[src/uart_pkg.sv]
`default_nettype none

package uart_pkg;

    ////////////////////////////////////////
    // Character format
    ////////////////////////////////////////

    // 8N1, LSB first on the line
    localparam int DATA_BITS    = 8;
    localparam int BIT_CNT_BITS = $clog2(DATA_BITS);

    localparam logic [BIT_CNT_BITS-1:0] LAST_BIT = BIT_CNT_BITS'(DATA_BITS - 1);

    // Bit period in clocks, short to keep simulation fast
    localparam int CLKS_PER_BIT  = 16;
    localparam int HALF_BIT      = CLKS_PER_BIT / 2;
    localparam int BAUD_CNT_BITS = $clog2(CLKS_PER_BIT);

    localparam logic [BAUD_CNT_BITS-1:0] BAUD_LAST = BAUD_CNT_BITS'(CLKS_PER_BIT - 1);
    localparam logic [BAUD_CNT_BITS-1:0] HALF_LAST = BAUD_CNT_BITS'(HALF_BIT - 1);

    ////////////////////////////////////////
    // Buffering
    ////////////////////////////////////////

    // Power of two so the pointers wrap on their own
    localparam int FIFO_DEPTH     = 8;
    localparam int FIFO_ADDR_BITS = $clog2(FIFO_DEPTH);

    ////////////////////////////////////////
    // FSM states
    ////////////////////////////////////////

    typedef enum logic [2:0] {
        TX_IDLE  = 3'b000,
        TX_START = 3'b001,
        TX_DATA  = 3'b010,
        TX_STOP  = 3'b011,
        TX_WAIT  = 3'b100
    } tx_state_e;

    typedef enum logic [1:0] {
        RX_IDLE  = 2'b00,
        RX_START = 2'b01,
        RX_DATA  = 2'b10,
        RX_STOP  = 2'b11
    } rx_state_e;

endpackage

`default_nettype wire

[src/axis_if.sv]
`timescale 1ns/1ps
`default_nettype none

// Byte stream with valid/ready handshake
interface axis_if #(
    parameter int WIDTH = uart_pkg::DATA_BITS
) (
    input logic s_axis,
    input logic reset_i
);

    logic [WIDTH-1:0] tdata;
    logic             tvalid;
    logic             tready;

    modport source (
        input  s_axis,
        input  reset_i,
        output tdata,
        output tvalid,
        input  tready
    );

    modport sink (
        input  s_axis,
        input  reset_i,
        input  tdata,
        input  tvalid,
        output tready
    );

endinterface

`default_nettype wire

[src/stream_fifo.sv]
`timescale 1ns/1ps
`default_nettype none

module stream_fifo #(
    parameter int WIDTH = uart_pkg::DATA_BITS
) (
    input  logic             s_axis,
    input  logic             reset_i,

    input  logic [WIDTH-1:0] wr_data_i,
    input  logic             wr_valid_i,
    output logic             wr_ready_o,

    output logic [WIDTH-1:0] rd_data_o,
    output logic             rd_valid_o,
    input  logic             rd_ready_i
);

    logic [WIDTH-1:0] mem [uart_pkg::FIFO_DEPTH];

    // One extra bit tells full from empty
    logic [uart_pkg::FIFO_ADDR_BITS:0] wr_ptr;
    logic [uart_pkg::FIFO_ADDR_BITS:0] rd_ptr;
    logic [uart_pkg::FIFO_ADDR_BITS:0] level;

    logic empty;
    logic full;
    logic do_write;
    logic do_read;

    assign level = wr_ptr - rd_ptr;
    assign empty = (wr_ptr == rd_ptr);
    assign full  = level[uart_pkg::FIFO_ADDR_BITS];

    assign wr_ready_o = ~full;
    assign rd_valid_o = ~empty;

    assign do_write = wr_valid_i & wr_ready_o;
    assign do_read  = rd_valid_o & rd_ready_i;

    // Head entry is shown without a read latency
    assign rd_data_o = mem[rd_ptr[uart_pkg::FIFO_ADDR_BITS-1:0]];

    always_ff @(posedge s_axis) begin
        if (reset_i) begin
            wr_ptr <= '0;
            rd_ptr <= '0;
        end else begin
            if (do_write) begin
                wr_ptr <= wr_ptr + 1'b1;
            end
            if (do_read) begin
                rd_ptr <= rd_ptr + 1'b1;
            end
        end
    end

    always_ff @(posedge s_axis) begin
        if (do_write) begin
            mem[wr_ptr[uart_pkg::FIFO_ADDR_BITS-1:0]] <= wr_data_i;
        end
    end

    ////////////////////////////////////////
    // Checks
    ////////////////////////////////////////

    a_level_bound: assert property (
        @(posedge s_axis) disable iff (reset_i)
        int'(level) <= uart_pkg::FIFO_DEPTH
    ) else $error("stream_fifo: level %0d above depth", level);

    // Read pointer must not move out of an empty buffer
    a_no_read_empty: assert property (
        @(posedge s_axis) disable iff (reset_i)
        empty |=> (rd_ptr == $past(rd_ptr))
    ) else $error("stream_fifo: read while empty");

endmodule

`default_nettype wire

[src/uart_tx.sv]
`timescale 1ns/1ps
`default_nettype none

module uart_tx (
    output logic uart_tx_o,

    axis_if.sink s_axis_if
);

    uart_pkg::tx_state_e state;

    logic [uart_pkg::BIT_CNT_BITS-1:0]  bit_cnt;
    logic [uart_pkg::BAUD_CNT_BITS-1:0] baud_cnt;
    logic [uart_pkg::DATA_BITS-1:0]     tx_data;

    logic handshake;
    logic baud_done;
    logic bit_done;
    logic in_frame;

    assign s_axis_if.tready = (state == uart_pkg::TX_IDLE);
    assign handshake        = s_axis_if.tvalid & s_axis_if.tready;

    assign baud_done = (baud_cnt == uart_pkg::BAUD_LAST);
    assign bit_done  = (bit_cnt == uart_pkg::LAST_BIT);
    assign in_frame  = (state == uart_pkg::TX_START) ||
                       (state == uart_pkg::TX_DATA)  ||
                       (state == uart_pkg::TX_STOP);

    ////////////////////////////////////////
    // Frame FSM
    ////////////////////////////////////////

    always_ff @(posedge s_axis_if.s_axis) begin
        if (s_axis_if.reset_i) begin
            state     <= uart_pkg::TX_IDLE;
            uart_tx_o <= 1'b1;
            bit_cnt   <= '0;
        end else begin
            case (state)
                uart_pkg::TX_IDLE: begin
                    uart_tx_o <= 1'b1;
                    if (handshake) begin
                        state <= uart_pkg::TX_START;
                    end
                end
                uart_pkg::TX_START: begin
                    uart_tx_o <= 1'b0;
                    if (baud_done) begin
                        state <= uart_pkg::TX_DATA;
                    end
                end
                uart_pkg::TX_DATA: begin
                    uart_tx_o <= tx_data[bit_cnt];
                    if (baud_done) begin
                        if (bit_done) begin
                            state   <= uart_pkg::TX_STOP;
                            bit_cnt <= '0;
                        end else begin
                            bit_cnt <= bit_cnt + 1'b1;
                        end
                    end
                end
                uart_pkg::TX_STOP: begin
                    uart_tx_o <= 1'b1;
                    if (baud_done) begin
                        state <= uart_pkg::TX_WAIT;
                    end
                end
                // One guard cycle before the next byte
                uart_pkg::TX_WAIT: begin
                    state <= uart_pkg::TX_IDLE;
                end
                default: state <= uart_pkg::TX_IDLE;
            endcase
        end
    end

    // Bit period timer, runs only inside a frame
    always_ff @(posedge s_axis_if.s_axis) begin
        if (s_axis_if.reset_i) begin
            baud_cnt <= '0;
        end else if (baud_done) begin
            baud_cnt <= '0;
        end else if (in_frame) begin
            baud_cnt <= baud_cnt + 1'b1;
        end
    end

    always_ff @(posedge s_axis_if.s_axis) begin
        if (handshake) begin
            tx_data <= s_axis_if.tdata;
        end
    end

    ////////////////////////////////////////
    // Checks
    ////////////////////////////////////////

    a_idle_line_high: assert property (
        @(posedge s_axis_if.s_axis) disable iff (s_axis_if.reset_i)
        (state == uart_pkg::TX_IDLE) |-> uart_tx_o
    ) else $error("uart_tx: line low while idle");

    a_start_on_transfer: assert property (
        @(posedge s_axis_if.s_axis) disable iff (s_axis_if.reset_i)
        (state == uart_pkg::TX_IDLE) && !handshake |=> (state == uart_pkg::TX_IDLE)
    ) else $error("uart_tx: left idle without a transfer");

endmodule

`default_nettype wire

[src/uart_rx.sv]
`timescale 1ns/1ps
`default_nettype none

module uart_rx (
    input  logic     uart_rx_i,

    axis_if.source   m_axis_if,

    output logic     overrun_o
);

    uart_pkg::rx_state_e state;

    logic rx_meta;
    logic rx_sync;
    logic rx_prev;

    logic [uart_pkg::BAUD_CNT_BITS-1:0] baud_cnt;
    logic [uart_pkg::BIT_CNT_BITS-1:0]  bit_cnt;
    logic [uart_pkg::DATA_BITS-1:0]     shift_reg;
    logic [uart_pkg::DATA_BITS:0]       word;
    logic                               word_valid;

    logic start_edge;
    logic half_done;
    logic baud_done;
    logic bit_done;
    logic sample_data;
    logic sample_stop;

    // Two-flop synchronizer plus one for edge detection, idle line is high
    always_ff @(posedge m_axis_if.s_axis) begin
        if (m_axis_if.reset_i) begin
            rx_meta <= 1'b1;
            rx_sync <= 1'b1;
            rx_prev <= 1'b1;
        end else begin
            rx_meta <= uart_rx_i;
            rx_sync <= rx_meta;
            rx_prev <= rx_sync;
        end
    end

    assign start_edge  = rx_prev & ~rx_sync;
    assign half_done   = (baud_cnt == uart_pkg::HALF_LAST);
    assign baud_done   = (baud_cnt == uart_pkg::BAUD_LAST);
    assign bit_done    = (bit_cnt == uart_pkg::LAST_BIT);
    assign sample_data = (state == uart_pkg::RX_DATA) && baud_done;
    assign sample_stop = (state == uart_pkg::RX_STOP) && baud_done;

    ////////////////////////////////////////
    // Frame FSM
    ////////////////////////////////////////

    always_ff @(posedge m_axis_if.s_axis) begin
        if (m_axis_if.reset_i) begin
            state      <= uart_pkg::RX_IDLE;
            baud_cnt   <= '0;
            bit_cnt    <= '0;
            word_valid <= 1'b0;
        end else begin
            word_valid <= 1'b0;
            baud_cnt   <= baud_cnt + 1'b1;
            case (state)
                uart_pkg::RX_IDLE: begin
                    baud_cnt <= '0;
                    bit_cnt  <= '0;
                    if (start_edge) begin
                        state <= uart_pkg::RX_START;
                    end
                end
                // Recheck the line at the middle of the start bit
                uart_pkg::RX_START: begin
                    if (half_done) begin
                        baud_cnt <= '0;
                        state    <= rx_sync ? uart_pkg::RX_IDLE : uart_pkg::RX_DATA;
                    end
                end
                uart_pkg::RX_DATA: begin
                    if (baud_done) begin
                        baud_cnt <= '0;
                        bit_cnt  <= bit_cnt + 1'b1;
                        if (bit_done) begin
                            state <= uart_pkg::RX_STOP;
                        end
                    end
                end
                uart_pkg::RX_STOP: begin
                    if (baud_done) begin
                        word_valid <= 1'b1;
                        state      <= uart_pkg::RX_IDLE;
                    end
                end
                default: state <= uart_pkg::RX_IDLE;
            endcase
        end
    end

    // LSB arrives first, so shift in from the top
    always_ff @(posedge m_axis_if.s_axis) begin
        if (sample_data) begin
            shift_reg <= {rx_sync, shift_reg[uart_pkg::DATA_BITS-1:1]};
        end
        if (sample_stop) begin
            word <= {~rx_sync, shift_reg};
        end
    end

    assign m_axis_if.tdata  = word;
    assign m_axis_if.tvalid = word_valid;

    // Word is offered once, a full FIFO loses it
    always_ff @(posedge m_axis_if.s_axis) begin
        if (m_axis_if.reset_i) begin
            overrun_o <= 1'b0;
        end else if (word_valid && !m_axis_if.tready) begin
            overrun_o <= 1'b1;
        end
    end

    a_single_pulse: assert property (
        @(posedge m_axis_if.s_axis) disable iff (m_axis_if.reset_i)
        word_valid |=> !word_valid
    ) else $error("uart_rx: tvalid held past one cycle");

endmodule

`default_nettype wire

[src/uart_stream_top.sv]
`timescale 1ns/1ps
`default_nettype none

module uart_stream_top (
    input  logic                          s_axis,
    input  logic                          reset_i,

    // Byte stream into the transmitter
    input  logic [uart_pkg::DATA_BITS-1:0] in_tdata_i,
    input  logic                          in_tvalid_i,
    output logic                          in_tready_o,

    // Serial pins
    output logic                          uart_tx_o,
    input  logic                          uart_rx_i,

    // Received bytes with frame error
    output logic [uart_pkg::DATA_BITS-1:0] out_tdata_o,
    output logic                          out_frame_err_o,
    output logic                          out_tvalid_o,
    input  logic                          out_tready_i,
    output logic                          out_overrun_o
);

    logic [uart_pkg::DATA_BITS:0] rx_word;

    axis_if #(.WIDTH(uart_pkg::DATA_BITS)) tx_stream (
        .s_axis  (s_axis),
        .reset_i (reset_i)
    );

    axis_if #(.WIDTH(uart_pkg::DATA_BITS + 1)) rx_stream (
        .s_axis  (s_axis),
        .reset_i (reset_i)
    );

    ////////////////////////////////////////
    // Transmit path
    ////////////////////////////////////////

    stream_fifo #(.WIDTH(uart_pkg::DATA_BITS)) tx_fifo (
        .s_axis     (s_axis),
        .reset_i    (reset_i),
        .wr_data_i  (in_tdata_i),
        .wr_valid_i (in_tvalid_i),
        .wr_ready_o (in_tready_o),
        .rd_data_o  (tx_stream.tdata),
        .rd_valid_o (tx_stream.tvalid),
        .rd_ready_i (tx_stream.tready)
    );

    uart_tx tx_serializer (
        .uart_tx_o (uart_tx_o),
        .s_axis_if (tx_stream.sink)
    );

    ////////////////////////////////////////
    // Receive path
    ////////////////////////////////////////

    uart_rx rx_deserializer (
        .uart_rx_i (uart_rx_i),
        .m_axis_if (rx_stream.source),
        .overrun_o (out_overrun_o)
    );

    stream_fifo #(.WIDTH(uart_pkg::DATA_BITS + 1)) rx_fifo (
        .s_axis     (s_axis),
        .reset_i    (reset_i),
        .wr_data_i  (rx_stream.tdata),
        .wr_valid_i (rx_stream.tvalid),
        .wr_ready_o (rx_stream.tready),
        .rd_data_o  (rx_word),
        .rd_valid_o (out_tvalid_o),
        .rd_ready_i (out_tready_i)
    );

    // Top bit of the stored word is the frame error
    assign out_frame_err_o = rx_word[uart_pkg::DATA_BITS];
    assign out_tdata_o     = rx_word[uart_pkg::DATA_BITS-1:0];

endmodule

`default_nettype wire

[config.mk]
export PLATFORM = sky130hd
export DESIGN_NAME = uart_stream_top
export DESIGN_NICKNAME = d
export VERILOG_FILES = /design/src/uart_pkg.sv /design/src/axis_if.sv /design/src/stream_fifo.sv /design/src/uart_tx.sv /design/src/uart_rx.sv /design/src/uart_stream_top.sv
export SDC_FILE = /design/constraint.sdc
export NUM_CORES = 1
export LEC_CHECK = 0
export BUFFER_PORTS_ARGS = -buffer_cell sky130_fd_sc_hd__buf_2
export CORE_MARGIN = 2
export CORE_UTILIZATION = 44
export CTS_CLUSTER_SIZE = 20
export DETAILED_ROUTE_END_ITERATION = 7
export PLACE_DENSITY_LB_ADDON = 0.15
export RECOVER_POWER = 100
export SYNTH_ARGS = -nofsm -noshare
export SYNTH_HDL_FRONTEND = slang
export SYNTH_SLANG_ARGS = --single-unit
[constraint.sdc]
create_clock -name s_axis -period 7.05 [get_ports s_axis]
set_input_delay 1.0575 -clock s_axis [delete_from_list [all_inputs] [get_ports s_axis]]
set_output_delay 1.0575 -clock s_axis [all_outputs]
set_load 0.05 [all_outputs]
==> results_tabular.tex, run 1 <==
\begin{tabular}{lr}
\hline
Metric & Value \\
\hline
\multicolumn{2}{l}{\textbf{Status}} \\
\quad Outcome & finished, violations left \\
\quad Failing checks & capacitance limit, slew limit \\
\multicolumn{2}{l}{\textbf{Setup path}} \\
\quad Delay of the slowest critical-path stage & 0.94 ns \\
\quad Data arrival time at the worst-slack endpoint & 3.22 ns \\
\quad CP Launch Type & flip-flop \\
\quad CP delay by family, top & flip-flops \\
\quad Cell chain of the critical path & inv\_1, ha\_1, nand3b\_1, nand2\_1, xnor2\_1, inv\_1, clkbuf\_1 \\
\quad Critical path capture point type & primary output \\
\quad Crit path max-delay cell type & dfxtp\_1 \\
\quad Max FO, Critical Path & 20 \\
\quad Required time at the worst-slack endpoint & 5.99 ns \\
\quad Internal reg-to-reg setup slack & 3.48 ns \\
\quad Kind of critical path & flip-flop to primary output \\
\quad Buf+Inv Stages, Crit Path & 3 \\
\quad Crit-path most repeated cell & inv\_1 \\
\multicolumn{2}{l}{\textbf{Logic synthesis}} \\
\quad Post-synthesis async set-or-reset flop share & 0\% \\
\quad Top cells by instance count after synthesis & 161 x edfxtp\_1, 44 x dfxtp\_1, 41 x nand2\_1 \\
\quad Library cells used by synthesis & 47 \\
\quad Most area-consuming cells after synthesis & edfxtp\_1 59\%, dfxtp\_1 11\%, mux4\_2 9.4\% \\
\quad Mean cell area of the mapped netlist & 16.5 um2 \\
\quad Post-synthesis sequential area ratio & 70.0\% \\
\quad Most used standard cell by instance count after synthesis & edfxtp\_1 \\
\quad Area share of the largest cell type after synthesis & 59.2\% \\
\quad Count of yosys warnings during synthesis & 0 \\
\quad Top\_reg\_cell synth & edfxtp\_1 \\
\quad Yosys top cell by area & edfxtp\_1 \\
\quad Mapped Cells & 496 \\
\quad Synthesis-stage register bit count & 205 \\
\quad Post-synth design cell area & 0.00816 mm2 \\
\quad Number of flops mapped to enable cells by yosys & 161 \\
\quad Post-Syn Nets & 525 \\
\multicolumn{2}{l}{\textbf{Power and ir drop}} \\
\quad Sequential group share of total power & 49.0\% \\
\quad Combinational fraction of design power & 12.9\% \\
\quad Power per cell area & 320 mW/mm2 \\
\quad Maximum vdd ir drop & 0.000244 V \\
\quad LEAKAGE & 3.05 nW \\
\quad Net Sw Power & 0.718 mW \\
\quad Clk pwr share & 38.1\% \\
\quad Power Internal & 2.24 mW \\
\quad Switching fraction of total power & 24.3\% \\
\quad Power, Total & 2.96 mW \\
\multicolumn{2}{l}{\textbf{Timing}} \\
\quad Clock skew after layout & 0.0111 ns \\
\quad Actual slew at the worst max-slew pin & 2.02 ns \\
\quad Final Critical Period & 4.28 ns \\
\quad Peak clock frequency supported by timing & 234 MHz \\
\quad RSZ-0062 raised after global routing & false \\
\quad Tcrit/Tclk final & 60.7\% \\
\quad Setup TNS Final & 0 ns \\
\quad Post-route worst hold slack & 0.417 ns \\
\quad Final Hold Vio Count & 0 \\
\quad Number of max-slew violations in the final report & 90 \\
\quad Post-route worst setup slack & 2.77 ns \\
\quad Max transition margin & -34.4\% \\
\quad Number of setup violations in the final report & 0 \\
\multicolumn{2}{l}{\textbf{Cells and area}} \\
\quad Number of nets in the layout & 566 \\
\quad Util after Layout & 51.1\% \\
\quad Proportion of layout cells with a drive suffix above 1 & 17.5\% \\
\quad Cell Count, Final, Fillers Out & 782 \\
\quad Filler Cells Inserted & 1498 \\
\quad Area of all placed cells without fillers & 0.00924 mm2 \\
\quad Diode insertion count for antenna repair & 0 \\
\quad Largest register FFs & 72 \\
\quad Area growth from synthesis to layout & 13.1\% \\
\multicolumn{2}{l}{\textbf{Placed design}} \\
\quad Worst slack after detailed placement & 3.28 ns \\
\quad DP HPWL & 9150 um \\
\quad Number of cells in the design after placement & 741 \\
\quad Cell area after placement & 0.00862 mm2 \\
\quad Port bufs & 25 \\
\quad RD Place Congestion & 0.702 \\
\multicolumn{2}{l}{\textbf{CTS}} \\
\quad \# clock sinks & 205 \\
\quad Clock transition at path regs & 0.06 ns \\
\quad Number of levels the H-tree was split into & 1 \\
\quad Post-cts repair resize count & 0 \\
\quad Cts bufs inserted & 23 \\
\quad Cell at the root of the clock tree & clkbuf\_16 \\
\quad Cts-stage hold buffer count & 0 \\
\quad Post-CTS Setup Bufs & 0 \\
\quad Clock tree from TritonCTS & yes \\
\quad Clock insertion delay at the later pin of the skew report & 0.49 ns \\
\quad Number of buffers between clock root and the deepest sink & 3 \\
\multicolumn{2}{l}{\textbf{Global routing}} \\
\quad Overall overflow remaining after global route & 0 \\
\quad Wire length of the first global-routing pass & 23500 um \\
\quad Via count of the first global-routing pass & 4332 \\
\quad Initial antenna violation count & 0 \\
\quad Overall fraction of global-route tracks in use & 15.3\% \\
\quad Largest net degree at the start of global routing & 50 \\
\multicolumn{2}{l}{\textbf{Detailed routing}} \\
\quad Detailed-route wire length & 14400 um \\
\quad Final routed wire length divided by cell count & 18.4 um \\
\quad Number of detailed-route iterations in the first pass & 5 \\
\quad Initial detailed-routing violation count & 201 \\
\quad Ratio of routed vias to standard cells & 5.37 \\
\quad Count of unresolved DRC violations after routing & 0 \\
\quad Remaining number of nets flagged by the antenna check after routing & 0 \\
\quad Count of vias placed by the detailed router & 4203 \\
\multicolumn{2}{l}{\textbf{Floorplanning}} \\
\quad Effective utilization at floorplan & 45.1\% \\
\quad Area of the die & 0.0197 mm2 \\
\quad X dimension of the die & 140 um \\
\quad DIE HEIGHT & 140 um \\
\quad Std cell rows & 49 \\
\quad Placeable core region & 0.0181 mm2 \\
\quad Number of top-level pins & 26 \\
\multicolumn{2}{l}{\textbf{Hold path}} \\
\quad Worst Hold Class & flip-flop to flip-flop \\
\multicolumn{2}{l}{\textbf{Flow run}} \\
\quad Max-cap check violation count & 5 \\
\hline
\end{tabular}
==> worst register-to-register path: stages (launching register included) <==
cell and delay, ns:
dfxtp_1 0.94, inv_1 0.12, ha_1 0.35, nand3b_1 0.14, nand2_1 0.12, xnor2_1 0.30
nor3_1 1.21
==> area by class of cell <==
cell class	instances	area (um2)	area share (%)
clock buffers	30	612	6.62
clock inverters	11	109	1.18
inverters	14	52.6	0.569
multi-input cells	258	2320	25.1
flip-flops and latches	205	5720	61.9
well taps	229	287	3.10
repair buffers	35	143	1.54
==> power groups by stage <==
stage	registers [mW]	logic [mW]	clock network (mW)
6_report	1.45	0.382	1.13
3_5_place_dp	1.48	0.401	0
2_1_floorplan	1.45	0.308	0
4_1_cts	1.45	0.403	1.16
3_3_place_gp	1.47	0.394	0
5_1_grt	1.46	0.426	1.21
==> layout by cell type, fill, tap and decap left out, drive strengths merged, types with 3 or more instances in the layout <==
master    n
mux2i     8
xor2      8
nor3     11
dfxtp    44
ha       16
a211o     3
inv      14
mux2     14
nor2     30
nand3     7
and3      5
nand2b    7
nand3b    5
edfxtp  161
xnor2    10
buf       5
o22ai     3
nor2b     4
a211oi    3
or2       5
nand4     5
mux4     36
o31ai     3
o21ai     5
a21oi     5
clkinv    8
clkbuf   60
nor4      7
nand2    41
==> cell families after synthesis <==
group / after synthesis / share of synthesized area [%]
xor gates and xnor gates: 18 / 2.11
muxes: 58 / 12.9
adders and majority gates: 16 / 2.45
AOI/OAI and AO/OA: 35 / 3.08
DFF: 205 / 70.0
and+or+nand+nor: 131 / 7.74
buffers and inverters: 33 / 1.67
==> final timing paths <==
path | end | from | cells after the start
max | in_tready_o | tx_fifo.rd_ptr[1] | 7
min | rx_deserializer.rx_sync | rx_deserializer.rx_meta | 1
max reg2reg | tx_fifo.mem[3][6] | tx_fifo.rd_ptr[1] | 6
min reg2reg | rx_deserializer.rx_sync | rx_deserializer.rx_meta | 1
==> metal layers <==
layer	track usage [%]	share of wire, %
met1	19.5	44
met2	26.8	50
met3	2.91	3.9
met4	4.31	2.4
met5	0	0
Note: power is estimated with default switching activity, not from simulation.
==> run 2, diff against run 1 <==
clock period = 4.25 ns   (was 7.05 ns; I/O delays follow)
==> run 2 against run 1 <==
  * The flow still finishes with violations (capacitance limit, slew limit)
  * Via count shrank 1.5%
  * Sequential cell count unchanged
  * Worst hold slack worse by 0.085 ns
  * Critical path depth stayed put
  * Clock-buffer cell count is 1 higher
  * Critical path type unchanged
  * Critical endpoint unchanged
  * Highest routed layer unchanged
==> results_tabular.tex, run 2 (synthesized netlist as in run 1, its figures left out) <==
\begin{tabular}{lr}
\hline
Metric & Value \\
\hline
\multicolumn{2}{l}{\textbf{Status}} \\
\quad Outcome & finished, violations left \\
\quad Failing checks & capacitance limit, slew limit \\
\multicolumn{2}{l}{\textbf{Setup path}} \\
\quad Data arrival time at the worst-slack endpoint & 3.19 ns \\
\quad Kind of critical path & flip-flop to primary output \\
\quad Buf+Inv Stages, Crit Path & 3 \\
\quad CP delay by family, top & buffers and inverters \\
\quad Crit path max-delay cell type & xnor2\_1 \\
\quad Critical path capture point type & primary output \\
\quad Cell chain of the critical path & clkinv\_1, ha\_1, a21oi\_1, nand2\_1, xnor2\_1, inv\_1, clkbuf\_2 \\
\quad CP Launch Type & flip-flop \\
\quad Required time at the worst-slack endpoint & 3.61 ns \\
\quad Max FO, Critical Path & 11 \\
\quad Delay of the slowest critical-path stage & 0.63 ns \\
\multicolumn{2}{l}{\textbf{CTS}} \\
\quad Cts bufs inserted & 22 \\
\quad Clock tree from TritonCTS & yes \\
\quad Post-CTS Setup Bufs & 0 \\
\quad Cts-stage hold buffer count & 0 \\
\quad Clock transition at path regs & 0.06 ns \\
\quad Post-cts repair resize count & 0 \\
\quad Number of buffers between clock root and the deepest sink & 3 \\
\quad Clock insertion delay at the later pin of the skew report & 0.49 ns \\
\quad Cell at the root of the clock tree & clkbuf\_16 \\
\quad \# clock sinks & 205 \\
\quad Number of levels the H-tree was split into & 1 \\
\multicolumn{2}{l}{\textbf{Placed design}} \\
\quad DP HPWL & 9160 um \\
\quad Port bufs & 25 \\
\quad Cell area after placement & 0.00862 mm2 \\
\quad RD Place Congestion & 0.742 \\
\multicolumn{2}{l}{\textbf{Detailed routing}} \\
\quad Detailed-route wire length & 14200 um \\
\quad Ratio of routed vias to standard cells & 5.28 \\
\quad Number of detailed-route iterations in the first pass & 4 \\
\quad Initial detailed-routing violation count & 223 \\
\quad Final routed wire length divided by cell count & 18.1 um \\
\quad Remaining number of nets flagged by the antenna check after routing & 0 \\
\quad Count of vias placed by the detailed router & 4138 \\
\quad Count of unresolved DRC violations after routing & 0 \\
\multicolumn{2}{l}{\textbf{Timing}} \\
\quad Number of max-slew violations in the final report & 60 \\
\quad Clock skew after layout & 0.00622 ns \\
\quad Max transition margin & -39.7\% \\
\quad Actual slew at the worst max-slew pin & 2.10 ns \\
\quad Final Hold Vio Count & 0 \\
\quad Setup TNS Final & 0 ns \\
\quad RSZ-0062 raised after global routing & false \\
\quad Final Critical Period & 3.83 ns \\
\quad Tcrit/Tclk final & 90.0\% \\
\quad Number of setup violations in the final report & 0 \\
\quad Peak clock frequency supported by timing & 261 MHz \\
\multicolumn{2}{l}{\textbf{Global routing}} \\
\quad Overall overflow remaining after global route & 0 \\
\quad Via count of the first global-routing pass & 4344 \\
\quad Largest net degree at the start of global routing & 50 \\
\quad Wire length of the first global-routing pass & 23100 um \\
\quad Overall fraction of global-route tracks in use & 14.9\% \\
\quad Initial antenna violation count & 0 \\
\multicolumn{2}{l}{\textbf{Cells and area}} \\
\quad Most common cell after layout, fill and taps aside & edfxtp\_1 \\
\quad Area growth from synthesis to layout & 13.2\% \\
\quad Proportion of layout cells with a drive suffix above 1 & 17.9\% \\
\quad Most frequent cells in the layout & 161 x edfxtp\_1, 44 x dfxtp\_1, 41 x nand2\_1, 35 x clkbuf\_1, 34 x mux4\_2 \\
\quad Area of all sequential standard cells & 0.00572 mm2 \\
\quad Number of nets in the layout & 567 \\
\quad Largest register FFs & 72 \\
\quad Area of the multi-input gates & 0.00232 mm2 \\
\quad Diode insertion count for antenna repair & 0 \\
\quad Util after Layout & 51.1\% \\
\quad Filler Cells Inserted & 1489 \\
\quad Area of all placed cells without fillers & 0.00924 mm2 \\
\multicolumn{2}{l}{\textbf{Power and ir drop}} \\
\quad Power per cell area & 526 mW/mm2 \\
\quad Power, Total & 4.87 mW \\
\quad LEAKAGE & 3.04 nW \\
\quad Maximum vdd ir drop & 0.000445 V \\
\multicolumn{2}{l}{\textbf{Flow run}} \\
\quad Max-cap check violation count & 4 \\
\multicolumn{2}{l}{\textbf{Floorplanning}} \\
\quad Number of top-level pins & 26 \\
\quad Effective utilization at floorplan & 45.1\% \\
\quad Area of the die & 0.0197 mm2 \\
\quad Placeable core region & 0.0181 mm2 \\
\quad X dimension of the die & 140 um \\
\quad DIE HEIGHT & 140 um \\
\quad Std cell rows & 49 \\
\multicolumn{2}{l}{\textbf{Hold path}} \\
\quad Worst Hold Class & input pin to flip-flop \\
\hline
\end{tabular}
[run 2: changes by cell type in the layout (fill, tap and decap cells not counted)]
cell and change:
inv_8 -1, nor4b_1 -1, clkbuf_8 +2, nor4b_2 +1
clkbuf_2 +1, buf_4 +1, clkinvlp_4 +3, clkbuf_1 -1
clkinv_2 -3, clkinvlp_2 -1, bufinv_16 -1, clkinv_1 +1
[run 2: cell type report]
class	count	share of cell area [%]
sequential	205	61.8
clock inverter	9	0.799
multi-input combinational	258	25.1
clock buffer	31	6.88
inverter	14	0.568
tap	229	3.10
timing repair buffer	37	1.68
[run 2: worst reg2reg max path: stages, from the launching register on]
cell and delay, ns:
dfxtp_1 0.52, clkinv_1 0.36, ha_1 0.44, a21oi_1 0.26, nand2_1 0.14, xnor2_1 0.30
nor4b_1 1.32
[run 2: per-layer routing]
metal  global-route usage [%]  share of wire [%]  vias up  wire (um)
met5                        0                  0        -          0
met4                     3.99                2.1        0        300
met3                     2.77                3.7       23        527
met2                     25.6                 49       62       7000
met1                     19.6                 45     2052       6340
li1                         -                  -     2001          -
[run 2: metrics by stage]
stage / std cells / hold WS, ns / worst slack (ns)
after floorplan: 496 / 0.389 / 1.06
after global placement: 743 / 0.394 / 1.07
after detailed placement: 743 / 0.394 / 0.901
after CTS: 783 / 0.306 / 0.440
after global routing: 783 / 0.318 / 0.156
final: 783 / 0.332 / 0.424
[run 2: worst paths after layout]
check                                from                 endpoint  slack [ns]  cells past startpoint
setup / recovery        tx_fifo.rd_ptr[2]              in_tready_o        0.42                      7
hold / removal                  uart_rx_i  rx_deserializer.rx_meta        0.33                      2
setup reg to reg        tx_fifo.rd_ptr[2]        tx_fifo.mem[2][0]        0.51                      6
hold reg to reg   rx_deserializer.rx_meta  rx_deserializer.rx_sync        0.41                      1
[run 2: power breakdown]
part / internal, mW / switching (mW)
combinational: 0.268 / 0.389
sequential: 2.32 / 0.0631
clock: 1.10 / 0.728
